==> config.mk <==
export PLATFORM = sky130hd
export DESIGN_NAME = fdc_top
export DESIGN_NICKNAME = d
export VERILOG_FILES = /design/src/fdc_pkg.sv /design/src/fdc_host_port.sv /design/src/fdc_command_sequencer.sv /design/src/fdc_result_port.sv /design/src/fdc_top.sv
export VERILOG_INCLUDE_DIRS = /design/src /design/src/src
export SDC_FILE = /design/constraint.sdc
export NUM_CORES = 1
export LEC_CHECK = 0
export BUFFER_PORTS_ARGS = -buffer_cell sky130_fd_sc_hd__buf_2
export CORE_ASPECT_RATIO = 1.4
export CORE_MARGIN = 2
export CORE_UTILIZATION = 40
export CTS_BUF_LIST = sky130_fd_sc_hd__clkbuf_8
export DETAILED_ROUTE_END_ITERATION = 7
export HOLD_SLACK_MARGIN = 0.02
export PLACE_DENSITY = 0.58
export SYNTH_ARGS = -nofsm -noshare
export SYNTH_HDL_FRONTEND = slang
export SYNTH_HIERARCHICAL = 1
export SYNTH_SLANG_ARGS = --single-unit
==> constraint.sdc <==
create_clock -name clk_sys -period 5.3 [get_ports clk_sys]
set_input_delay 0.53 -clock clk_sys [delete_from_list [all_inputs] [get_ports clk_sys]]
set_output_delay 0.53 -clock clk_sys [all_outputs]
set_load 0.1 [all_outputs]
==> src/fdc_macros.svh <==
/* opcodes, main status and st3 bit positions,
   fixed status byte values and result queue depth */

`ifndef FDC_MACROS_SVH
`define FDC_MACROS_SVH

// ============================================================================
// command bytes
// ============================================================================
`define FDC_OP_SPECIFY     8'h03
`define FDC_OP_SENSE_DRIVE 8'h04
`define FDC_OP_RECAL       8'h07
`define FDC_OP_SENSE_INT   8'h08
`define FDC_OP_SEEK        8'h0F

// main status register bits
`define FDC_MSR_CB  4
`define FDC_MSR_DIO 6
`define FDC_MSR_RQM 7

// st3 bits
`define FDC_ST3_US0 0
`define FDC_ST3_T0  4
`define FDC_ST3_RDY 5
`define FDC_ST3_WP  6

// st0 values
`define FDC_ST0_SEEK_END 8'h20
`define FDC_ST0_SEEK_ERR 8'hE8
`define FDC_ST0_INVALID  8'h80

`define FDC_DATA_IDLE    8'hFF // data read with nothing queued
`define FDC_RESULT_DEPTH 4

`endif

==> src/fdc_pkg.sv <==
/* fdc_pkg package
   byte and cylinder vector types, result queue count, sequencer FSM states */

package fdc_pkg;

	// ========================================================================
	// vector types
	// ========================================================================

	typedef logic [7:0] byte_t;         // host bus and result bytes
	typedef logic [7:0] cyl_t;          // present or new cylinder
	typedef logic [2:0] result_count_t; // queue fill, 0 to 4

	// ========================================================================
	// command sequencer states
	// ========================================================================

	typedef enum logic [3:0] {
		idle,           // waiting for an opcode
		specify_p1,     // step rate / head unload byte
		specify_p2,     // head load / dma byte
		sense_drive_p1, // unit select byte
		recal_p1,       // unit select byte
		seek_p1,        // unit select byte
		seek_p2,        // new cylinder byte
		sense_int,      // st0 and pcn out
		invalid,        // single 80h result
		push_results    // st3 out
	} seq_state_t;

endpackage

==> src/fdc_host_port.sv <==
/* fdc_host_port module
   strobe synchronisers, edge detect and a0 register select */

`timescale 1ns/1ps

module fdc_host_port (
	input  logic           clk_sys,
	input  logic           rst_n,
	input  logic           a0,
	input  logic           nrd,
	input  logic           nwr,
	input  fdc_pkg::byte_t din,
	output logic           data_wr,
	output logic           data_rd,
	output logic           status_rd,
	output fdc_pkg::byte_t wr_byte
);

	logic       rd_req;
	logic       wr_req;
	logic [1:0] rd_sync;
	logic [1:0] wr_sync;
	logic       rd_old;
	logic       wr_old;
	logic       rd_pulse;
	logic       wr_pulse;

	// strobes are active low on the bus
	assign rd_req = ~nrd;
	assign wr_req = ~nwr;

	always_ff @(posedge clk_sys or negedge rst_n) begin
		if (!rst_n) begin
			rd_sync <= '0;
			wr_sync <= '0;
			rd_old  <= 1'b0;
			wr_old  <= 1'b0;
		end else begin
			rd_sync <= {rd_sync[0], rd_req};
			wr_sync <= {wr_sync[0], wr_req};
			rd_old  <= rd_sync[1]; // edge detect stage
			wr_old  <= wr_sync[1];
		end
	end

	// sampled at the edge where wr_sync[1] rises
	always_ff @(posedge clk_sys) begin
		wr_byte <= din;
	end

	assign rd_pulse  = rd_sync[1] & ~rd_old;
	assign wr_pulse  = wr_sync[1] & ~wr_old;
	assign data_rd   = rd_pulse & a0;
	assign status_rd = rd_pulse & ~a0;
	assign data_wr   = wr_pulse & a0; // writes with a0 low go nowhere

	a_rd_wr_exclusive: assert property (@(posedge clk_sys) disable iff (!rst_n)
		!(rd_pulse && wr_pulse))
		else $error("read and write pulse in the same cycle");

endmodule

==> src/fdc_command_sequencer.sv <==
/* fdc_command_sequencer module
   opcode decode, parameter bytes, immediate seek and result pushes */

`timescale 1ns/1ps
`include "fdc_macros.svh"

module fdc_command_sequencer (
	input  logic           clk_sys,
	input  logic           rst_n,
	input  logic           data_wr,
	input  fdc_pkg::byte_t wr_byte,
	input  logic           results_pending,
	input  logic           media_present,
	input  fdc_pkg::cyl_t  media_tracks,
	output logic           push,
	output fdc_pkg::byte_t push_byte,
	output logic           busy
);

	fdc_pkg::seq_state_t state;
	fdc_pkg::cyl_t       pcn;         // present cylinder
	fdc_pkg::byte_t      st0;         // held for sense interrupt
	fdc_pkg::byte_t      st3;
	logic                int_pending;
	logic                unit_sel;
	logic                push_idx;    // 0 st0, 1 pcn
	logic                wr_ok;
	logic                seek_ok;

	// no new bytes until the host has drained the results
	assign wr_ok = data_wr & ~results_pending;

	// cylinder 0 always reachable, others need media and range
	assign seek_ok = (wr_byte == '0) || (media_present && (wr_byte < media_tracks));

	always_comb begin
		st3                = '0;
		st3[`FDC_ST3_US0]  = unit_sel;
		st3[`FDC_ST3_T0]   = (pcn == '0);
		st3[`FDC_ST3_RDY]  = media_present;
		st3[`FDC_ST3_WP]   = ~media_present; // no media reads as protected
	end

	assign busy = (state != fdc_pkg::idle);

	// ========================================================================
	// result pushes, one byte per cycle straight from the state
	// ========================================================================

	always_comb begin
		push      = 1'b0;
		push_byte = st0;
		case (state)
			fdc_pkg::sense_int: begin
				push = 1'b1;
				if (push_idx)
					push_byte = pcn;
				else if (!int_pending)
					push_byte = `FDC_ST0_INVALID; // nothing to report
			end
			fdc_pkg::invalid: begin
				push      = 1'b1;
				push_byte = `FDC_ST0_INVALID;
			end
			fdc_pkg::push_results: begin
				push      = 1'b1;
				push_byte = unit_sel ? 8'h01 : st3; // unit 1 not fitted
			end
			default: ;
		endcase
	end

	// ========================================================================
	// command FSM
	// ========================================================================

	always_ff @(posedge clk_sys or negedge rst_n) begin
		if (!rst_n) begin
			state       <= fdc_pkg::idle;
			pcn         <= '0;
			st0         <= '0;
			int_pending <= 1'b0;
			unit_sel    <= 1'b0;
			push_idx    <= 1'b0;
		end else begin
			case (state)
				fdc_pkg::idle: if (wr_ok) begin
					push_idx <= 1'b0;
					case (wr_byte)
						`FDC_OP_SPECIFY:     state <= fdc_pkg::specify_p1;
						`FDC_OP_SENSE_DRIVE: state <= fdc_pkg::sense_drive_p1;
						`FDC_OP_RECAL:       state <= fdc_pkg::recal_p1;
						`FDC_OP_SEEK:        state <= fdc_pkg::seek_p1;
						`FDC_OP_SENSE_INT:   state <= fdc_pkg::sense_int;
						default:             state <= fdc_pkg::invalid;
					endcase
				end
				fdc_pkg::specify_p1: if (wr_ok) state <= fdc_pkg::specify_p2;
				fdc_pkg::specify_p2: if (wr_ok) state <= fdc_pkg::idle; // timings unused
				fdc_pkg::sense_drive_p1: if (wr_ok) begin
					unit_sel <= wr_byte[0];
					state    <= fdc_pkg::push_results;
				end
				fdc_pkg::recal_p1: if (wr_ok) begin
					pcn         <= '0;
					st0         <= `FDC_ST0_SEEK_END;
					int_pending <= 1'b1;
					state       <= fdc_pkg::idle;
				end
				fdc_pkg::seek_p1: if (wr_ok) state <= fdc_pkg::seek_p2;
				fdc_pkg::seek_p2: if (wr_ok) begin
					if (seek_ok) begin
						pcn <= wr_byte;
						st0 <= `FDC_ST0_SEEK_END;
					end else begin
						st0 <= `FDC_ST0_SEEK_ERR; // head stays put
					end
					int_pending <= 1'b1;
					state       <= fdc_pkg::idle;
				end
				fdc_pkg::sense_int: begin
					if (push_idx) begin
						push_idx <= 1'b0;
						state    <= fdc_pkg::idle;
					end else if (int_pending) begin
						int_pending <= 1'b0;
						push_idx    <= 1'b1;
					end else begin
						state <= fdc_pkg::idle;
					end
				end
				fdc_pkg::invalid:      state <= fdc_pkg::idle;
				fdc_pkg::push_results: state <= fdc_pkg::idle;
				default:               state <= fdc_pkg::idle;
			endcase
		end
	end

	// a result burst only starts into an empty queue
	a_push_into_empty: assert property (@(posedge clk_sys) disable iff (!rst_n)
		$rose(push) |-> !results_pending)
		else $error("result burst started with results still queued");

endmodule

==> src/fdc_result_port.sv <==
/* fdc_result_port module
   result FIFO, main status register and registered read data */

`timescale 1ns/1ps
`include "fdc_macros.svh"

module fdc_result_port (
	input  logic           clk_sys,
	input  logic           rst_n,
	input  logic           data_rd,
	input  logic           status_rd,
	input  logic           push,
	input  fdc_pkg::byte_t push_byte,
	input  logic           busy,
	output logic           results_pending,
	output fdc_pkg::byte_t dout
);

	localparam int DEPTH = `FDC_RESULT_DEPTH;
	localparam int PTR_W = $clog2(DEPTH);

	fdc_pkg::byte_t         mem [DEPTH];
	logic [PTR_W-1:0]       wr_ptr;
	logic [PTR_W-1:0]       rd_ptr;
	fdc_pkg::result_count_t count;
	fdc_pkg::byte_t         msr;
	logic                   pop;

	assign results_pending = (count != '0);
	assign pop             = data_rd & results_pending;

	always_comb begin
		msr               = '0;
		msr[`FDC_MSR_RQM] = 1'b1;                    // always ready
		msr[`FDC_MSR_DIO] = results_pending;          // data toward host
		msr[`FDC_MSR_CB]  = busy | results_pending;
	end

	always_ff @(posedge clk_sys) begin
		if (push)
			mem[wr_ptr] <= push_byte;
	end

	always_ff @(posedge clk_sys or negedge rst_n) begin
		if (!rst_n) begin
			wr_ptr <= '0;
			rd_ptr <= '0;
			count  <= '0;
			dout   <= '0;
		end else begin
			if (push)
				wr_ptr <= wr_ptr + 1'b1;
			if (pop)
				rd_ptr <= rd_ptr + 1'b1;
			case ({push, pop})
				2'b10:   count <= count + 1'b1;
				2'b01:   count <= count - 1'b1;
				default: ;
			endcase
			if (status_rd)
				dout <= msr;
			else if (data_rd)
				dout <= pop ? mem[rd_ptr] : `FDC_DATA_IDLE;
		end
	end

	a_no_push_full: assert property (@(posedge clk_sys) disable iff (!rst_n)
		push |-> (count != fdc_pkg::result_count_t'(DEPTH)))
		else $error("push into a full result queue");

	a_count_range: assert property (@(posedge clk_sys) disable iff (!rst_n)
		count <= fdc_pkg::result_count_t'(DEPTH))
		else $error("result count above queue depth");

endmodule

==> src/fdc_top.sv <==
/* fdc_top module
   host port, command sequencer and result port */

`timescale 1ns/1ps

module fdc_top (
	input  logic           clk_sys,
	input  logic           rst_n,
	input  logic           a0,
	input  logic           nrd,
	input  logic           nwr,
	input  fdc_pkg::byte_t din,
	input  logic           media_present,
	input  fdc_pkg::cyl_t  media_tracks,
	output fdc_pkg::byte_t dout
);

	logic           data_wr;
	logic           data_rd;
	logic           status_rd;
	fdc_pkg::byte_t wr_byte;
	logic           push;
	fdc_pkg::byte_t push_byte;
	logic           busy;
	logic           results_pending;

	// bus side
	fdc_host_port u_host_port (
		.clk_sys   (clk_sys),
		.rst_n     (rst_n),
		.a0        (a0),
		.nrd       (nrd),
		.nwr       (nwr),
		.din       (din),
		.data_wr   (data_wr),
		.data_rd   (data_rd),
		.status_rd (status_rd),
		.wr_byte   (wr_byte)
	);

	fdc_command_sequencer u_sequencer (
		.clk_sys         (clk_sys),
		.rst_n           (rst_n),
		.data_wr         (data_wr),
		.wr_byte         (wr_byte),
		.results_pending (results_pending),
		.media_present   (media_present),
		.media_tracks    (media_tracks),
		.push            (push),
		.push_byte       (push_byte),
		.busy            (busy)
	);

	fdc_result_port u_result_port (
		.clk_sys         (clk_sys),
		.rst_n           (rst_n),
		.data_rd         (data_rd),
		.status_rd       (status_rd),
		.push            (push),
		.push_byte       (push_byte),
		.busy            (busy),
		.results_pending (results_pending),
		.dout            (dout)
	);

endmodule

==> flow_summary.yaml <==
cells_and_area:
  drive_gt1_frac: 0.245
  antennaDiodeCount: 0
  area_growth_pct: 11.5
  final_nets: 324
  n_fill_cell: 765
routing:
  wl_met2_um: 3360
  route.detailed.drc: 0
  routedWlPerCell_um: 15.8
  vias: 2129
  met1_length_um: 2610
  final_antenna_net_count: 0
  drtIter0Drc: 69
  wl_met3_um: 194
  dr.pass1.iters: 4
  drt_wl_total_um: 6320
  highest_layer: "met4"
  routed_via_density: 5.34
clocking:
  clkSlewWorstSetupHoldPaths_ps: 90
  cts_buffers: 9
  post-cts-setup-buffers: 0
  cts_tree: "yes"
  ctsLongestPathBuffers: 2
  cts_max_level: 3
  clock_latency_ps: 340
  cts_hold_buf: 0
  ctsResizeCount: 0
  cts.sinks: 78
  cts_root_buffer: "clkbuf_8"
pwr:
  p_leak_nw: 1.57
  power.density_nw_per_um2: 392
  peakVddDrop_mv: 0.208
synth:
  ys_ff_latch: 78
  syn_area_per_cell_um2: 13.3
  synth.distinct_cells: 55
  synth_edf_count: 32
  yosysMostFrequentCell: "dfrtp_1"
  synth_xor_area_frac: 0.0178
  yosys_warnings: 6
  synth_top_area_cell: "edfxtp_1"
  synthAdderAreaFrac: 0.0494
  synth_top_family_by_area: "simple AND/OR/NAND/NOR gates"
  synth-compound-area-share: 0.117
  synth_common_cells: "38 x dfrtp_1, 32 x edfxtp_1, 18 x nand2_1"
  netlist_area_um2: 3450
  synth_top_flop_cell: "dfrtp_1"
  syn_inst: 259
  synthArstFlopShare: 0.487
  yosysSeqAreaShare: 0.601
  netlist.area_leader.share: 0.279
  synthSimpleGateAreaFrac: 0.119
  muxShareOfSynthArea: 0.0621
  synth_nets: 294
  ys_top_cells_by_area: "edfxtp_1 28%, dfrtp_1 28%, mux4_2 5.2%"
flow_run:
  cap_violations: 0
worst_setup_path:
  slowest_stage: "o21ai_0"
  path_buf_inv: 1
  ff2ff_setup_slack_ps: 2540
  critPathCaptureType: "flip-flop"
  cp-startpoint: "u_sequencer/state[0]$_DFFE_PN0P_"
  path_cells: "nand2_1 > o21ai_0 > inv_1 > ha_1 > fa_1 > xnor2_1 > nor2_1 > xor2_1"
  max_stage_delay_ps: 680
  cp-start-kind: "flip-flop"
  crit_arrival_ps: 3020
  regToRegStartpoint: "u_sequencer/state[0]$_DFFE_PN0P_"
  crit_path_end: "u_result_port/count[2]$_DFFE_PN0P_"
  path_depth: 8
  worst-setup-path-type: "reg -> reg"
  required_ps: 5560
  crit_fanout: 12
  critical-path-top-delay-family: "adder cells"
  worst_r2r_endpoint: "u_result_port/count[2]$_DFFE_PN0P_"
  r2r.worst_path.cells: 8
timing:
  slew_headroom: 0.424
  tns_ps: 0
  fin_skew_ps: 8.94
  fmax_ghz: 0.362
  timing_worst_slew_pin_value_ps: 853
  holdWs_ps: 273
  rsz0062_at_grt: "false"
  timing.final.crit_share: 0.521
  finalHoldViolations: 0
  setup_viol: 0
  post-route-min-period_ps: 2760
  slew_viol_final: 0
grt:
  grt_pass1_wl_um: 10300
  grt_max_degree: 39
  grt_pass1_vias: 2139
  grt_antenna_before_repair: 0
  grt.overflow.total: 0
  grt_use_total: 0.149
place:
  gp_congestion: 0.861
  place_hpwl_um: 4520
  portBuffers: 29
worst_hold_path:
  hold_class: "in -> async"
status:
  outcome: "finished, final reports clean"
floorplan:
  io_pins: 30
  std_cell_rows: 40
  initial_utilization: 0.408
  die_x_um: 82.5
  dieArea_um2: 9390
  die_y_um: 114
  core_area_um2: 8460
[worst reg2reg max path, delay by kind of cell (launching register included)]
kind                     cells  cell delay [ps]
AO/OA/AOI/OAI                1              680
XOR/XNOR                     2              280
adder cells (fa/ha/maj)      2              710
buffers and inverters        1              110
flip-flops                   1              600
AND/OR/NAND/NOR              2              310
[area by class of cell]
type | count | area [um2] | share of cell area
sequential | 78 | 2070 | 0.539
multi-input combinational | 154 | 1260 | 0.328
timing repair buffer | 29 | 145 | 0.0378
tap | 105 | 131 | 0.0342
clock buffer | 9 | 124 | 0.0322
inverter | 17 | 63.8 | 0.0166
clock inverter | 7 | 47.5 | 0.0124
[cell families after synthesis]
| group | count (synthesis) |
|---|---|
| xor+xnor | 7 |
| buf+inv | 27 |
| flops | 78 |
| compound gates | 50 |
| fa+ha+maj | 13 |
| simple gates | 73 |
| mux | 11 |
[flip-flops by register name, summed over array words and instances (netlist names), 2 cells and up]
register	cells
u_host_port/rd_sync	2
u_host_port/wr_byte	8
u_host_port/wr_sync	2
u_result_port/count	3
u_result_port/dout	8
u_result_port/mem	32
u_result_port/rd_ptr	2
u_result_port/wr_ptr	2
u_sequencer/pcn	8
u_sequencer/st0	2
u_sequencer/state	4
[metal layers]
metal / vias up / GRT usage
met2: 47 / 0.261
li1: 1022 / -
met3: 13 / 0.0237
met5: - / 0
met4: 0 / 0.0756
met1: 1047 / 0.171
[metrics by stage]
step	area (um2)	std cells	util	power (mW)	setup WS [ps]
after CTS	3840	399	0.454	1.53	2540
final	3840	399	0.454	1.51	2540
after floorplan	3450	259	-	1.07	2920
after global routing	3840	399	0.454	1.59	2310
after global placement	3670	383	0.434	1.13	2620
after detailed placement	3670	383	0.434	1.13	2560
[how the worst min path moves through the flow]
stage / slack (ps) / to / startpoint / depth (start not counted)
5_1_grt: 260 / u_host_port/wr_byte[5]$_DFF_P_ / din[5] / 1
3_5_place_dp: 330 / u_host_port/rd_sync[1]$_DFF_PN0_ / u_host_port/rd_sync[0]$_DFF_PN0_ / 0
6_report: 270 / u_result_port/dout[2]$_DFFE_PN0P_ / rst_n / 1
4_1_cts: 270 / u_host_port/wr_byte[5]$_DFF_P_ / din[5] / 1
2_1_floorplan: 230 / u_host_port/rd_old$_DFF_PN0_ / rst_n / 0
3_3_place_gp: 330 / u_host_port/wr_sync[1]$_DFF_PN0_ / u_host_port/wr_sync[0]$_DFF_PN0_ / 0
[power breakdown]
part / internal [mW] / switching, mW / leakage [nW] / total, mW
Combinational: 0.125 / 0.224 / 0.653 / 0.349
Clock: 0.171 / 0.222 / 0.0891 / 0.393
Sequential: 0.684 / 0.0813 / 0.825 / 0.765
Total: 0.980 / 0.528 / 1.57 / 1.51
[cell usage in the layout, fill, tap and decap left out, drive strengths merged, types with 9 or more instances in the layout]
| cell type | n |
|---|---|
| clkbuf | 9 |
| ha | 12 |
| a32o | 9 |
| nand2 | 19 |
| dfrtp | 38 |
| edfxtp | 32 |
| inv | 19 |
| buf | 29 |
| nor2 | 15 |
Power figures use the tool's default switching activity.
